File: config.mk
export PLATFORM = sky130hd
export DESIGN_NAME = raycast_row
export DESIGN_NICKNAME = d
export VERILOG_FILES = /design/src/rtl/video_pkg.sv /design/src/rtl/texture_pkg.sv /design/src/rtl/slice_if.sv /design/src/rtl/scan_timing.sv /design/src/rtl/slice_queue.sv /design/src/rtl/texture_fetch.sv /design/src/rtl/wall_span.sv /design/src/rtl/pixel_mux.sv /design/src/rtl/raycast_row.sv
export SDC_FILE = /design/constraint.sdc
export NUM_CORES = 1
export LEC_CHECK = 0
export BUFFER_PORTS_ARGS = -buffer_cell sky130_fd_sc_hd__buf_2
export CAP_MARGIN = 20
export CELL_PAD_IN_SITES_DETAIL_PLACEMENT = 1
export CELL_PAD_IN_SITES_GLOBAL_PLACEMENT = 2
export CORE_ASPECT_RATIO = 1.2
export CORE_UTILIZATION = 39
export DETAILED_ROUTE_END_ITERATION = 10
export PLACE_DENSITY_LB_ADDON = 0.1
export SETUP_SLACK_MARGIN = 0.2
export SLEW_MARGIN = 20
export SYNTH_ARGS = -nofsm -noshare
export SYNTH_HDL_FRONTEND = slang
export SYNTH_SLANG_ARGS = --single-unit
File: constraint.sdc
create_clock -name clk -period 12.25 [get_ports clk]
set_clock_uncertainty 0.1 [all_clocks]
set_input_delay 3.0625 -clock clk [delete_from_list [all_inputs] [get_ports clk]]
set_output_delay 3.0625 -clock clk [all_outputs]
set_load 0.02 [all_outputs]
File: src/rtl/video_pkg.sv
package video_pkg;

  // VGA raster coordinates, wide enough for the 800 clock line and 525 line frame
  typedef logic [9:0] hpos_t;
  typedef logic [9:0] vpos_t;

  // One pixel colour, packed as BBGGRR with blue in the top two bits
  typedef logic [5:0] rgb_t;

  // Horizontal timing in pixel clocks
  // The visible part of each line comes first, then front porch, sync and back porch
  localparam hpos_t H_VIEW  = 10'd640;
  localparam hpos_t H_TOTAL = 10'd800;

  // The horizontal sync pulse covers [H_SYNC_START, H_SYNC_END)
  localparam hpos_t H_SYNC_START = 10'd656;
  localparam hpos_t H_SYNC_END   = 10'd752;

  // Vertical timing in lines
  localparam vpos_t V_VIEW  = 10'd480;
  localparam vpos_t V_TOTAL = 10'd525;

  // The vertical sync pulse covers [V_SYNC_START, V_SYNC_END)
  localparam vpos_t V_SYNC_START = 10'd490;
  localparam vpos_t V_SYNC_END   = 10'd492;

  // Centre column of the visible line
  // Wall spans are drawn symmetrically about it, and it also splits floor from sky
  localparam hpos_t H_HALF = 10'd320;

endpackage

File: src/rtl/texture_pkg.sv
package texture_pkg;

  // Number of texels in one vertical wall slice of a texture
  localparam int unsigned TEXEL_COUNT = 64;

  // Quad output fast read, the flash answers on all four io lines
  localparam logic [7:0] TSPI_CMD = 8'h6B;

  // Lengths of the stream fields, all counted in flash clocks
  localparam int unsigned TSPI_CMD_LEN      = 8;
  localparam int unsigned TSPI_ADDR_LEN     = 24;
  localparam int unsigned TSPI_DUMMY_LEN    = 8;
  localparam int unsigned TSPI_PREAMBLE_LEN = TSPI_CMD_LEN + TSPI_ADDR_LEN + TSPI_DUMMY_LEN;

  // Each texel is one byte in flash, read back as two nibbles
  localparam int unsigned TSPI_READ_LEN   = 2 * TEXEL_COUNT;
  localparam int unsigned TSPI_STREAM_LEN = TSPI_PREAMBLE_LEN + TSPI_READ_LEN;

  // The stream starts so that the first nibble arrives right as the visible line ends
  localparam int unsigned TSPI_HPOS_START = video_pkg::H_VIEW - TSPI_PREAMBLE_LEN;

  // Wall identifier, where zero means the ray hit nothing on this row
  typedef logic [1:0] wall_id_t;

  // Texture column and row inside one 64x64 texture
  typedef logic [5:0] texu_t;
  typedef logic [5:0] texv_t;

  // Half the wall height in pixels, may exceed half the screen width
  typedef logic [8:0] size_t;

  // Texture rows advanced per pixel, unsigned with 6 integer and 10 fraction bits
  typedef logic [15:0] step_t;

  // Byte address in the texture flash
  typedef logic [23:0] tex_addr_t;

  // A whole slice of texels, texel 0 at index 0, each in BBGGRR order
  typedef logic [TEXEL_COUNT-1:0][5:0] texel_line_t;

  // Which field of the QSPI stream the current clock belongs to
  typedef enum logic [2:0] {
    TSPI_IDLE,
    TSPI_SEND_CMD,
    TSPI_SEND_ADDR,
    TSPI_DUMMY,
    TSPI_READ
  } tspi_phase_t;

endpackage

File: src/rtl/slice_if.sv
`timescale 1ns/1ps

// One wall-slice descriptor as seen by a single pipeline stage
interface slice_if import texture_pkg::*; ();

  // Zero here tells the consumers that this row has no wall at all
  wall_id_t wall;
  // Selects the darker or lighter face texture of the wall
  logic     side;
  texu_t    texu;
  size_t    size;
  step_t    step;

  // The stage register owner drives all fields
  modport src (
    output wall, side, texu, size, step
  );

  // Consumers only read the descriptor
  modport dst (
    input wall, side, texu, size, step
  );

endinterface

File: src/rtl/scan_timing.sv
`timescale 1ns/1ps

module scan_timing
  import video_pkg::*;
(
  input  logic  clk,
  input  logic  reset,
  output hpos_t o_hpos,
  output vpos_t o_vpos,
  output logic  o_hmax,
  output logic  o_hsync_n,
  output logic  o_vsync_n,
  output logic  o_hblank,
  output logic  o_vblank,
  output logic  o_visible
);

  hpos_t h_next;
  vpos_t v_next;

  // Position of the following clock, all flags below are decoded from it
  // so that they come out of flops aligned with the counters
  always_comb begin
    h_next = (o_hpos == H_TOTAL - 1) ? '0 : o_hpos + 1'b1;
    v_next = o_vpos;
    if (o_hpos == H_TOTAL - 1) begin
      v_next = (o_vpos == V_TOTAL - 1) ? '0 : o_vpos + 1'b1;
    end
  end

  always_ff @(posedge clk) begin
    if (!reset) begin
      o_hpos    <= '0;
      o_vpos    <= '0;
      o_hmax    <= 1'b0;
      // Syncs are active low, so idle high
      o_hsync_n <= 1'b1;
      o_vsync_n <= 1'b1;
      o_hblank  <= 1'b0;
      o_vblank  <= 1'b0;
      // Position 0,0 is the first visible pixel
      o_visible <= 1'b1;
    end else begin
      o_hpos    <= h_next;
      o_vpos    <= v_next;
      o_hmax    <= (h_next == H_TOTAL - 1);
      o_hsync_n <= !(h_next >= H_SYNC_START && h_next < H_SYNC_END);
      o_vsync_n <= !(v_next >= V_SYNC_START && v_next < V_SYNC_END);
      o_hblank  <= (h_next >= H_VIEW);
      o_vblank  <= (v_next >= V_VIEW);
      o_visible <= (h_next < H_VIEW) && (v_next < V_VIEW);
    end
  end

endmodule

File: src/rtl/slice_queue.sv
`timescale 1ns/1ps

module slice_queue
  import video_pkg::*;
  import texture_pkg::*;
(
  input  logic     clk,
  input  logic     reset,
  input  hpos_t    i_hpos,
  input  logic     i_slice_req,
  input  wall_id_t i_slice_wall,
  input  logic     i_slice_side,
  input  texu_t    i_slice_texu,
  input  size_t    i_slice_size,
  input  step_t    i_slice_step,
  output logic     o_slice_ack,
  slice_if.src     fetch_slice,
  slice_if.src     show_slice
);

  // Descriptor waiting for its row's fetch window
  logic     pend_full;
  wall_id_t pend_wall;
  logic     pend_side;
  texu_t    pend_texu;
  size_t    pend_size;
  step_t    pend_step;

  logic take;
  logic promote;
  logic advance;

  // A new request is only taken with ack low and the pending slot free
  // While the slot is full the tracer simply keeps req high and waits
  assign take = i_slice_req && !o_slice_ack && !pend_full;

  // Promote one clock ahead of the stream so the address is settled at its start
  assign promote = (i_hpos == TSPI_HPOS_START - 1);
  // The fetched texels become the visible row after the end of line
  assign advance = (i_hpos == H_TOTAL - 1);

  always_ff @(posedge clk) begin
    if (!reset) begin
      o_slice_ack      <= 1'b0;
      pend_full        <= 1'b0;
      fetch_slice.wall <= '0;
      show_slice.wall  <= '0;
    end else begin
      // Ack holds until the tracer drops req, completing the four phases
      if (take) begin
        o_slice_ack <= 1'b1;
      end else if (!i_slice_req) begin
        o_slice_ack <= 1'b0;
      end
      if (promote) begin
        pend_full <= 1'b0;
      end
      // Taking in the promote clock refills the slot that was already empty
      if (take) begin
        pend_full <= 1'b1;
      end
      // An empty slot turns into a row without a wall
      if (promote) begin
        fetch_slice.wall <= pend_full ? pend_wall : '0;
      end
      if (advance) begin
        show_slice.wall <= fetch_slice.wall;
      end
    end
  end

  // Descriptor payload follows the same strobes
  always_ff @(posedge clk) begin
    if (take) begin
      pend_wall <= i_slice_wall;
      pend_side <= i_slice_side;
      pend_texu <= i_slice_texu;
      pend_size <= i_slice_size;
      pend_step <= i_slice_step;
    end
    if (promote) begin
      fetch_slice.side <= pend_side;
      fetch_slice.texu <= pend_texu;
      fetch_slice.size <= pend_size;
      fetch_slice.step <= pend_step;
    end
    if (advance) begin
      show_slice.side <= fetch_slice.side;
      show_slice.texu <= fetch_slice.texu;
      show_slice.size <= fetch_slice.size;
      show_slice.step <= fetch_slice.step;
    end
  end

endmodule

File: src/rtl/texture_fetch.sv
`timescale 1ns/1ps

module texture_fetch
  import video_pkg::*;
  import texture_pkg::*;
(
  input  logic        clk,
  input  logic        reset,
  input  hpos_t       i_hpos,
  slice_if.dst        fetch_slice,
  output logic        o_tex_csb,
  output logic        o_tex_sclk,
  output logic        o_tex_out0,
  output logic        o_tex_oeb0,
  input  logic [3:0]  i_tex_in,
  output texel_line_t o_texels
);

  // Stream position, wraps far outside the stream for the rest of the line
  hpos_t       stream_state;
  tspi_phase_t phase;
  wall_id_t    wall_index;
  tex_addr_t   slice_addr;

  // One bit plane per colour bit, filled one texel per pair of nibbles
  logic [TEXEL_COUNT-1:0] r0, r1, g0, g1, b0, b1;
  texel_line_t            captured;

  function automatic tspi_phase_t phase_of(input hpos_t state);
    if (state < TSPI_CMD_LEN) begin
      return TSPI_SEND_CMD;
    end else if (state < TSPI_CMD_LEN + TSPI_ADDR_LEN) begin
      return TSPI_SEND_ADDR;
    end else if (state < TSPI_PREAMBLE_LEN) begin
      return TSPI_DUMMY;
    end else if (state < TSPI_STREAM_LEN) begin
      return TSPI_READ;
    end
    return TSPI_IDLE;
  endfunction

  assign stream_state = hpos_t'(i_hpos - TSPI_HPOS_START);

  // Decoded one clock early from the next position so it lines up with i_hpos
  always_ff @(posedge clk) begin
    if (!reset) begin
      phase <= TSPI_IDLE;
    end else begin
      phase <= phase_of(stream_state + 10'd1);
    end
  end

  // Texture layout in flash is 2 bits wall, 1 bit side, 6 bits column, 6 bits texel
  assign wall_index = fetch_slice.wall - 2'd1;
  assign slice_addr = {9'd0, wall_index, fetch_slice.side, fetch_slice.texu, 6'd0};

  // Flash runs at the full pixel rate, io0 changes on clk rise and is
  // sampled by the flash half a clock later on its own rising edge
  assign o_tex_sclk = ~clk;
  assign o_tex_csb  = (phase == TSPI_IDLE);
  // io0 turns around at the start of the dummy clocks and stays an output otherwise
  assign o_tex_oeb0 = (phase == TSPI_DUMMY) || (phase == TSPI_READ);

  always_comb begin
    case (phase)
      // MSB first for both the command and the address
      TSPI_SEND_CMD:  o_tex_out0 = TSPI_CMD[3'd7 - stream_state[2:0]];
      TSPI_SEND_ADDR: o_tex_out0 = slice_addr[5'd31 - stream_state[4:0]];
      default:        o_tex_out0 = 1'b0;
    endcase
  end

  // Sample on the rising flash clock, the flash updates io on its falling edge
  // io3 carries no colour data and is left unsampled
  always_ff @(negedge clk) begin
    if (phase == TSPI_READ) begin
      if (!stream_state[0]) begin
        // First nibble of a byte holds the low colour bits
        r0 <= {i_tex_in[0], r0[TEXEL_COUNT-1:1]};
        g0 <= {i_tex_in[1], g0[TEXEL_COUNT-1:1]};
        b0 <= {i_tex_in[2], b0[TEXEL_COUNT-1:1]};
      end else begin
        r1 <= {i_tex_in[0], r1[TEXEL_COUNT-1:1]};
        g1 <= {i_tex_in[1], g1[TEXEL_COUNT-1:1]};
        b1 <= {i_tex_in[2], b1[TEXEL_COUNT-1:1]};
      end
    end
  end

  // Regroup the planes into BBGGRR texels
  always_comb begin
    for (int i = 0; i < TEXEL_COUNT; i++) begin
      captured[i] = {b1[i], b0[i], g1[i], g0[i], r1[i], r0[i]};
    end
  end

  // Freeze the line for the whole next row while the planes refill
  always_ff @(posedge clk) begin
    if (i_hpos == H_TOTAL - 1) begin
      o_texels <= captured;
    end
  end

endmodule

File: src/rtl/wall_span.sv
`timescale 1ns/1ps

module wall_span
  import video_pkg::*;
  import texture_pkg::*;
(
  input  logic  clk,
  input  logic  reset,
  input  hpos_t i_hpos,
  input  logic  i_hmax,
  slice_if.dst  show_slice,
  output logic  o_wall_en,
  output texv_t o_texv
);

  // Signed so that tall walls can start left of column 0 and end past the line
  logic signed [10:0] col;
  logic signed [10:0] span_lo;
  logic signed [10:0] span_hi;

  // Texture row in 7.10 fixed point
  // Bit 16 set means the row has run past the bottom texel
  logic [16:0] texv_acc;

  assign col     = $signed({1'b0, i_hpos});
  assign span_lo = $signed({1'b0, H_HALF}) - $signed({2'b00, show_slice.size});
  assign span_hi = $signed({1'b0, H_HALF}) + $signed({2'b00, show_slice.size});

  // Half-open span centred on the screen
  assign o_wall_en = (show_slice.wall != '0) && (col >= span_lo) && (col < span_hi);

  // Starts at zero on the first wall pixel of each row
  always_ff @(posedge clk) begin
    if (!reset) begin
      texv_acc <= '0;
    end else if (i_hmax) begin
      texv_acc <= '0;
    end else if (o_wall_en && !texv_acc[16]) begin
      // Stop once saturated so the sum cannot wrap back into range
      texv_acc <= texv_acc + {1'b0, show_slice.step};
    end
  end

  // Clamp to the last texel row instead of wrapping
  assign o_texv = texv_acc[16] ? '1 : texv_acc[15:10];

endmodule

File: src/rtl/pixel_mux.sv
`timescale 1ns/1ps

module pixel_mux
  import video_pkg::*;
  import texture_pkg::*;
(
  input  logic        i_visible,
  input  hpos_t       i_hpos,
  input  logic        i_wall_en,
  input  texv_t       i_texv,
  input  texel_line_t i_texels,
  input  rgb_t        i_sky,
  input  rgb_t        i_floor,
  output rgb_t        o_rgb
);

  // Pure decode of registered inputs, so the colour matches the current position
  always_comb begin
    if (!i_visible) begin
      // Blanking must stay black for the monitor's level reference
      o_rgb = '0;
    end else if (i_wall_en) begin
      o_rgb = i_texels[i_texv];
    end else if (i_hpos < H_HALF) begin
      // The rendered view is turned sideways, left half shows floor
      o_rgb = i_floor;
    end else begin
      o_rgb = i_sky;
    end
  end

endmodule

File: src/rtl/raycast_row.sv
`timescale 1ns/1ps

module raycast_row
  import video_pkg::*;
  import texture_pkg::*;
(
  input  logic       clk,
  input  logic       reset,
  // Descriptor port from the wall tracer, four-phase req/ack
  input  logic       i_slice_req,
  input  wall_id_t   i_slice_wall,
  input  logic       i_slice_side,
  input  texu_t      i_slice_texu,
  input  size_t      i_slice_size,
  input  step_t      i_slice_step,
  output logic       o_slice_ack,
  // Background colours
  input  rgb_t       i_sky,
  input  rgb_t       i_floor,
  // Texture flash, io0 shared between output and input
  output logic       o_tex_csb,
  output logic       o_tex_sclk,
  output logic       o_tex_out0,
  output logic       o_tex_oeb0,
  input  logic [3:0] i_tex_in,
  // VGA side
  output logic       o_hsync_n,
  output logic       o_vsync_n,
  output logic       o_hblank,
  output logic       o_vblank,
  output hpos_t      o_hpos,
  output vpos_t      o_vpos,
  output rgb_t       o_rgb
);

  logic        hmax;
  logic        visible;
  logic        wall_en;
  texv_t       texv;
  texel_line_t texels;

  // Descriptor being fetched now and descriptor being drawn now
  slice_if fetch_slice ();
  slice_if show_slice ();

  scan_timing u_scan_timing (
    .clk       (clk),
    .reset     (reset),
    .o_hpos    (o_hpos),
    .o_vpos    (o_vpos),
    .o_hmax    (hmax),
    .o_hsync_n (o_hsync_n),
    .o_vsync_n (o_vsync_n),
    .o_hblank  (o_hblank),
    .o_vblank  (o_vblank),
    .o_visible (visible)
  );

  slice_queue u_slice_queue (
    .clk          (clk),
    .reset        (reset),
    .i_hpos       (o_hpos),
    .i_slice_req  (i_slice_req),
    .i_slice_wall (i_slice_wall),
    .i_slice_side (i_slice_side),
    .i_slice_texu (i_slice_texu),
    .i_slice_size (i_slice_size),
    .i_slice_step (i_slice_step),
    .o_slice_ack  (o_slice_ack),
    .fetch_slice  (fetch_slice.src),
    .show_slice   (show_slice.src)
  );

  texture_fetch u_texture_fetch (
    .clk         (clk),
    .reset       (reset),
    .i_hpos      (o_hpos),
    .fetch_slice (fetch_slice.dst),
    .o_tex_csb   (o_tex_csb),
    .o_tex_sclk  (o_tex_sclk),
    .o_tex_out0  (o_tex_out0),
    .o_tex_oeb0  (o_tex_oeb0),
    .i_tex_in    (i_tex_in),
    .o_texels    (texels)
  );

  wall_span u_wall_span (
    .clk        (clk),
    .reset      (reset),
    .i_hpos     (o_hpos),
    .i_hmax     (hmax),
    .show_slice (show_slice.dst),
    .o_wall_en  (wall_en),
    .o_texv     (texv)
  );

  pixel_mux u_pixel_mux (
    .i_visible (visible),
    .i_hpos    (o_hpos),
    .i_wall_en (wall_en),
    .i_texv    (texv),
    .i_texels  (texels),
    .i_sky     (i_sky),
    .i_floor   (i_floor),
    .o_rgb     (o_rgb)
  );

endmodule

==> impl_metrics.toml, run 1 <==
[global_routing]
grt_pass1_wl_mm = 116
grt_pass1_vias = 19200
grt.overflow.total = 0
grt_util_all_layers_pct = 18.1
antenna_found_initial = 3
grt_max_degree = 179

[critical_path]
cp_top_family = "buffers and inverters"
cp-end-kind = "output pin"
path_class = "clock port to output pin"
worstPathArrival_ns = 6.98
worstPathCellList = "clkbuf_16 -> clkbuf_16 -> clkbuf_16 -> clkinvlp_4 -> buf_2"
critPathBufInv = 5
critPathMostFrequentCell = "clkbuf_16"
crit_path_max_incr_delay_ns = 0.23
required_ns = 9.09
path_max_fanout = 16
worstSetupStartpointType = "clock port"
cp_slowest_cell = "clkbuf_16"

[die]
dieHeight_um = 321
die_area_um2 = 86100
placementRows = 116
coreArea_um2 = 83700
start_util_pct = 39.6
die_x_um = 268
ios = 88

[timing]
hold_viol_final = 0
fin_tns_setup_ns = 0
worst_pin_slew_ns = 1.20
rsz0062_at_grt = "no"
slew_violations = 0
whs_ns = 0.315
slew_headroom_pct = 19.8
finalSetupViolations = 0

[worst_hold_path]
hold_class = "register to register"

[outcome]
status = "finished clean"

[clock_tree]
htreeDepth = 4
cts_tree = "done"
clockRootBuffer = "clkbuf_16"
cts-buffers-inserted = 132
clk_pin_slew_ns = 0.06
cts_buffer_depth = 3
cts_repair_resize_count = 0
hold_buffers = 0
postCtsSetupBuffers = 0
insertion_delay_ns = 0.74

[detailed_routing]
wl_per_cell_um = 21.4
vias = 17800
drtAntennaViolNets = 0
drc_errors = 0
drtIter0Drc = 1112
routed_wl_mm = 76.0
viasPerCell = 5.02
first_pass_iters = 5

[job]
drv_cap = 0

[placement]
placedInstanceArea_um2 = 35000
portBuffers = 86
routabilityCongestion = 0.738
dp_hpwl_mm = 40.7

[finish]
postLayoutCoreUtil_pct = 50.7
drive_gt1_share_pct = 33.7
nets = 2414
n_antenna_cell = 0
final_common_cell = "edfxtp_1"
most-common-layout-cells = "edfxtp_1, clkinvlp_4, clkbuf_16, buf_2, nor2_1"
area_growth_pct = 28.2
stdcell_area_um2 = 42500

[power]
leakage_nw = 12.6
p_per_area_nw_per_um2 = 208
ir_drop_uv = 107

[synth]
netlist-cell-type-count = 65
synthFlopType = "edfxtp_1"
synth_area_um2 = 33100
synth_area_per_cell_um2 = 19.0
synth_edf_count = 859
synth_cells = 1746
syn_nets = 1846
synth.yosys.seq_area_share_pct = 81.0
ys_ff_latch = 911
synthArstFlopShare_pct = 0
yosysWarnings = 0
## registers in the layout, summed over array words and instances (netlist names), 17 cells and up
| signal | count |
|---|---|
| u_wall_span.texv_acc | 17 |
| u_texture_fetch.g1 | 64 |
| u_texture_fetch.r0 | 64 |
| u_texture_fetch.r1 | 64 |
| u_texture_fetch.o_texels | 384 |
| u_texture_fetch.b1 | 64 |
| u_texture_fetch.g0 | 64 |
| u_texture_fetch.b0 | 64 |
## worst register-to-register path: stages, from the launching register on
cell	delay, ns
dfxtp_1	0.68
inv_1	0.30
nor2_4	0.17
buf_4	0.56
buf_12	0.68
## final timing paths
| kind | depth (start not counted) | startpoint | end | slack [ns] |
|---|---|---|---|---|
| min | 0 | u_slice_queue.fetch_slice.step[10]$_DFFE_PP_ | u_slice_queue.show_slice.step[10]$_DFFE_PN_ | 0.31 |
| max | 5 | clk | o_tex_sclk | 2.11 |
| max reg2reg | 4 | u_scan_timing.o_hpos[0]$_SDFF_PN0_ | u_texture_fetch.g1[33]$_DFFE_NP_ | 3.10 |
| min reg2reg | 0 | u_slice_queue.fetch_slice.step[10]$_DFFE_PP_ | u_slice_queue.show_slice.step[10]$_DFFE_PN_ | 0.31 |
## cells in the mapped netlist, types with 11 or more instances
cell type / instances / area share, %
a211oi_1: 14 / 0.32
a21oi_1: 61 / 0.92
a221o_1: 11 / 0.33
a221oi_1: 23 / 0.61
buf_2: 14 / 0.21
clkbuf_1: 40 / 0.45
dfxtp_1: 52 / 3.1
edfxtp_1: 859 / 78
ha_1: 46 / 1.7
inv_1: 37 / 0.42
mux2_2: 12 / 0.41
mux2i_1: 59 / 1.8
mux4_2: 49 / 3.3
nand2_1: 50 / 0.57
nand3_1: 25 / 0.38
nand4_1: 12 / 0.23
nor2_1: 70 / 0.79
nor2b_1: 12 / 0.23
nor3_1: 17 / 0.26
o21ai_0: 56 / 0.85
o221ai_1: 11 / 0.29
o22ai_1: 45 / 0.85
xnor2_1: 28 / 0.74
xor2_1: 19 / 0.50
## layer usage
layer | global-route usage, % | part of all wire [%] | vias to the layer above
met4 | 6.48 | 2.6 | 2
met2 | 30.7 | 50 | 326
met1 | 22.9 | 44 | 9158
li1 | - | - | 8174
met5 | 0 | 0.017 | -
met3 | 3.52 | 3.5 | 133
## metrics by stage
step                      setup slack [ns]  total power (W)  instances
after detailed placement             0.511          0.00367       2917
after floorplan                      0.908          0.00365       1746
after global routing                  2.06          0.00918       3545
after global placement               0.511          0.00367       2917
final                                 2.11          0.00882       3545
after CTS                             2.06          0.00895       3545
## logic make-up (layout without fill, tap and decap cells)
group / Yosys count / count (layout) / synth area share [%]
compound gates: 274 / 274 / 5.40
xor+xnor: 47 / 47 / 1.24
fa+ha+maj: 47 / 47 / 1.80
buf+inv: 102 / 780 / 1.28
flops: 911 / 911 / 81.0
mux: 120 / 120 / 5.52
simple gates: 245 / 245 / 3.75
## area by class of cell
class	count	area, um^2
Fill cell	7908	41300
Sequential cell	911	26800
Multi-Input combinational cell	733	5910
Clock buffer	164	3800
Clock inverter	466	3690
Tap cell	1121	1400
Timing Repair Buffer	113	686
Inverter	37	139
## power breakdown
group / switching [W] / total, W / internal [W] / leakage [nW]
clock network: 0.00264 / 0.00540 / 0.00277 / 2.31
logic: 0.0000201 / 0.0000336 / 0.0000135 / 2.48
registers: 0.00000650 / 0.00338 / 0.00338 / 7.86
Power figures use the tool's default switching activity.
==> run 2, diff against run 1 <==
==> constraint.sdc (replaced) <==
create_clock -name clk -period 8.5 [get_ports clk]
set_clock_uncertainty 0.1 [all_clocks]
set_input_delay 2.125 -clock clk [delete_from_list [all_inputs] [get_ports clk]]
set_output_delay 2.125 -clock clk [all_outputs]
set_load 0.02 [all_outputs]
==> run 2 against run 1 <==
Against the previous run: register-to-register slack lost 1.2 ns; design area increased by 0.71%; power increased by 46%; via count shrank 0.37%; highest routed layer unchanged.
==> impl_metrics.toml, run 2 (synthesis gave the netlist of run 1 again) <==
[outcome]
status = "finished clean"

[critical_path]
r2r_slack_ns = 1.88
required_ns = 6.28
critPathMostFrequentCell = "clkbuf_16"
cp-end-kind = "output pin"
worstSetupStartpointType = "clock port"
crit_path_max_incr_delay_ns = 0.23
worstReg2RegEnd = "u_texture_fetch.r1[43]$_DFFE_NP_"
path_class = "clock port to output pin"
timing.rr.start = "u_scan_timing.o_hpos[0]$_SDFF_PN0_"
r2r_cells = 3
worstPathArrival_ns = 5.11
cp_slowest_cell = "clkbuf_16"
startpoint = "clk"
critPathBufInv = 5
path_max_fanout = 16
cp_top_family = "buffers and inverters"
worstPathCellList = "clkbuf_16 -> clkbuf_16 -> clkbuf_16 -> clkinvlp_4 -> buf_2"

[die]
coreArea_um2 = 83700
die_area_um2 = 86100
die_x_um = 268
placementRows = 116
dieHeight_um = 321
ios = 88
start_util_pct = 39.6

[power]
ir_drop_uv = 270
p_per_area_nw_per_um2 = 301
leakage_nw = 12.8
power_w = 0.0129

[clock_tree]
cts_tree = "done"
htreeDepth = 4
clk_pin_slew_ns = 0.09
insertion_delay_ns = 0.73
clockRootBuffer = "clkbuf_16"
postCtsSetupBuffers = 0
cts-buffers-inserted = 132
cts_buffer_depth = 3
hold_buffers = 0
cts_repair_resize_count = 0

[timing]
finalSetupViolations = 0
slew_violations = 0
worst_pin_slew_ns = 1.03
whs_ns = 0.320
hold_viol_final = 0
slew_headroom_pct = 31.3
rsz0062_at_grt = "no"

[global_routing]
grt.overflow.total = 0
grt_pass1_wl_mm = 115
antenna_found_initial = 3
grt_util_all_layers_pct = 17.9
grt_max_degree = 168
grt_pass1_vias = 19100

[finish]
stdcell_area_um2 = 42800
final_common_cell = "edfxtp_1"
nets = 2420
n_antenna_cell = 0
most-common-layout-cells = "edfxtp_1, clkinvlp_4, clkbuf_16, buf_2, nor2_1"
largest_reg_flops = 384
drive_gt1_share_pct = 34.1
stdcell_count = 3547
regMostFlops = "u_texture_fetch.o_texels"
area_growth_pct = 29.1
nFillCells = 7801

[worst_hold_path]
hold_class = "register to register"
min_to = "u_slice_queue.show_slice.step[14]$_DFFE_PN_"
hold_path_startpoint = "u_slice_queue.fetch_slice.step[14]$_DFFE_PP_"
worstHoldPathCells = 0

[placement]
placedInstanceArea_um2 = 35100
post-place-cells = 2923
dp_hpwl_mm = 42.0
portBuffers = 86
routabilityCongestion = 0.768

[detailed_routing]
vias = 17700
drc_errors = 0
viasPerCell = 5.00
first_pass_iters = 5
wl_per_cell_um = 21.3
drtIter0Drc = 1200
routed_wl_mm = 75.5
drtAntennaViolNets = 0

[job]
drv_cap = 0
-- run 2: how the worst max path moves through the flow --
stage	to	depth (start not counted)
floorplan	o_tex_sclk	1
global placement	o_tex_sclk	2
detailed placement	o_tex_sclk	2
CTS	o_tex_sclk	5
global route	o_tex_sclk	5
finish	o_tex_sclk	5
-- run 2: metrics by stage --
stage                     worst slack [ns]  setup TNS (ns)  util (%)
after floorplan                    -0.0296         -0.0296         -
after global placement              -0.426          -0.426      41.9
after detailed placement            -0.426          -0.426      41.9
after CTS                             1.12               0      51.1
after global routing                  1.13               0      51.1
final                                 1.17               0      51.1
-- run 2: area by class of cell --
| type | count | area, um^2 | share of cell area (%) |
|---|---|---|---|
| sequential | 911 | 26800 | 62.8 |
| multi-input combinational | 733 | 5920 | 13.8 |
| clock buffer | 164 | 3910 | 9.14 |
| clock inverter | 462 | 3790 | 8.86 |
| tap | 1121 | 1400 | 3.28 |
| timing repair buffer | 119 | 768 | 1.80 |
| inverter | 37 | 139 | 0.325 |
-- run 2: where the power goes --
part	switching (W)	internal, W
sequential	0.00000953	0.00486
clock	0.00386	0.00411
combinational	0.0000292	0.0000194
total	0.00390	0.00899
-- run 2: per-layer routing --
metal	part of all wire, %	track usage, %
met2	51	30.6
met4	2.7	6.64
met1	43	22.5
met3	3.9	3.67
met5	0.017	0
==> run 3, diff against run 2 <==
==> constraint.sdc (replaced) <==
create_clock -name clk -period 9.2 [get_ports clk]
set_clock_uncertainty 0.1 [all_clocks]
set_input_delay 2.3 -clock clk [delete_from_list [all_inputs] [get_ports clk]]
set_output_delay 2.3 -clock clk [all_outputs]
set_load 0.02 [all_outputs]
==> run 3 against run 2 <==
Against the previous run: sequential cell count did not move; setup slack better by 0.16 ns; clock power decreased by 9.2%; routed wire length increased by 0.20%.
==> impl_metrics.toml, run 3 (synthesis gave the netlist of run 1 again) <==
[critical_path]
r2r_slack_ns = 1.99
path_max_fanout = 16
critPathBufInv = 5
cp-end-kind = "output pin"
cp_slowest_cell = "clkbuf_16"
path_class = "clock port to output pin"
worstPathArrival_ns = 5.47
crit_path_max_incr_delay_ns = 0.24
worstPathCellList = "clkbuf_16 -> clkbuf_16 -> clkbuf_16 -> clkinvlp_4 -> buf_2"
worstSetupStartpointType = "clock port"
cp_top_family = "buffers and inverters"
required_ns = 6.80
critPathMostFrequentCell = "clkbuf_16"

[power]
leakage_nw = 12.7
ir_drop_uv = 208
p_per_area_nw_per_um2 = 277

[clock_tree]
clk_pin_slew_ns = 0.03
clockRootBuffer = "clkbuf_16"
cts_repair_resize_count = 0
cts_buffer_depth = 3
postCtsSetupBuffers = 0
cts_tree = "done"
hold_buffers = 0
cts-buffers-inserted = 132
insertion_delay_ns = 0.74
htreeDepth = 4

[die]
ios = 88
coreArea_um2 = 83700
dieHeight_um = 321
placementRows = 116
start_util_pct = 39.6
die_area_um2 = 86100
die_x_um = 268

[placement]
dp_hpwl_mm = 42.2
portBuffers = 86
placedInstanceArea_um2 = 35000
routabilityCongestion = 0.743
dpl_worst_slack_ns = -0.251

[global_routing]
grt_util_all_layers_pct = 18.0
antenna_found_initial = 3
grt.overflow.total = 0
grt_pass1_wl_mm = 115
grt_max_degree = 153
grt_pass1_vias = 19100

[detailed_routing]
vias = 17700
routed_wl_mm = 75.6
viasPerCell = 4.99
drtAntennaViolNets = 0
drtIter0Drc = 1065
drc_errors = 0
wl_per_cell_um = 21.3
first_pass_iters = 5

[finish]
nets = 2417
largest_reg_flops = 384
final_common_cell = "edfxtp_1"
n_antenna_cell = 0
drive_gt1_share_pct = 34.0
area_growth_pct = 28.5
most-common-layout-cells = "edfxtp_1, clkinvlp_4, clkbuf_16, buf_2, nor2_1"
stdcell_area_um2 = 42600
regMostFlops = "u_texture_fetch.o_texels"
postLayoutCoreUtil_pct = 50.8

[worst_hold_path]
hold_class = "register to register"

[timing]
rsz0062_at_grt = "no"
fin_tns_setup_ns = 0
hold_viol_final = 0
slew_headroom_pct = 27.9
slew_violations = 0
worst_pin_slew_ns = 1.08
setup_ws_ns = 1.33
finalSetupViolations = 0
whs_ns = 0.321

[job]
drv_cap = 0

[outcome]
status = "finished clean"
==> run 3: layout make-up <==
class	instances	area, um^2
clock inverters	473	3830
well taps	1121	1400
fillers	7862	41200
flip-flops and latches	911	26800
repair buffers	116	721
inverters	37	139
multi-input cells	733	5910
clock buffers	157	3730
==> run 3: stage by stage <==
stage          instances  total power, W
4_1_cts             3548          0.0120
3_5_place_dp        2920         0.00489
3_3_place_gp        2920         0.00489
2_1_floorplan       1746         0.00486
6_report            3548          0.0118
5_1_grt             3548          0.0122
==> run 3: worst paths after layout <==
check,end,start,cells after the start
worst min register to register,u_texture_fetch.r0[1]$_DFFE_NP_,u_texture_fetch.r0[2]$_DFFE_NP_,0
worst max register to register,u_texture_fetch.g1[53]$_DFFE_NP_,u_scan_timing.o_hpos[0]$_SDFF_PN0_,3
worst max-delay path,o_tex_sclk,clk,5
worst min-delay path,u_texture_fetch.r0[1]$_DFFE_NP_,u_texture_fetch.r0[2]$_DFFE_NP_,0
==> run 3: layer usage <==
layer,GRT usage (%),up-vias,part of all wire (%)
met3,3.68,128,3.8
met2,30.6,325,51
li1,-,8178,-
met1,22.6,9087,43
met5,0,-,0.034
met4,6.83,4,2.5
==> run 3: where the power goes <==
| group | internal, W | leakage, nW | switching (W) |
|---|---|---|---|
| combinational | 0.0000179 | 2.50 | 0.0000270 |
| sequential | 0.00449 | 7.86 | 0.00000872 |
| clock | 0.00367 | 2.34 | 0.00356 |
| total | 0.00819 | 12.7 | 0.00360 |
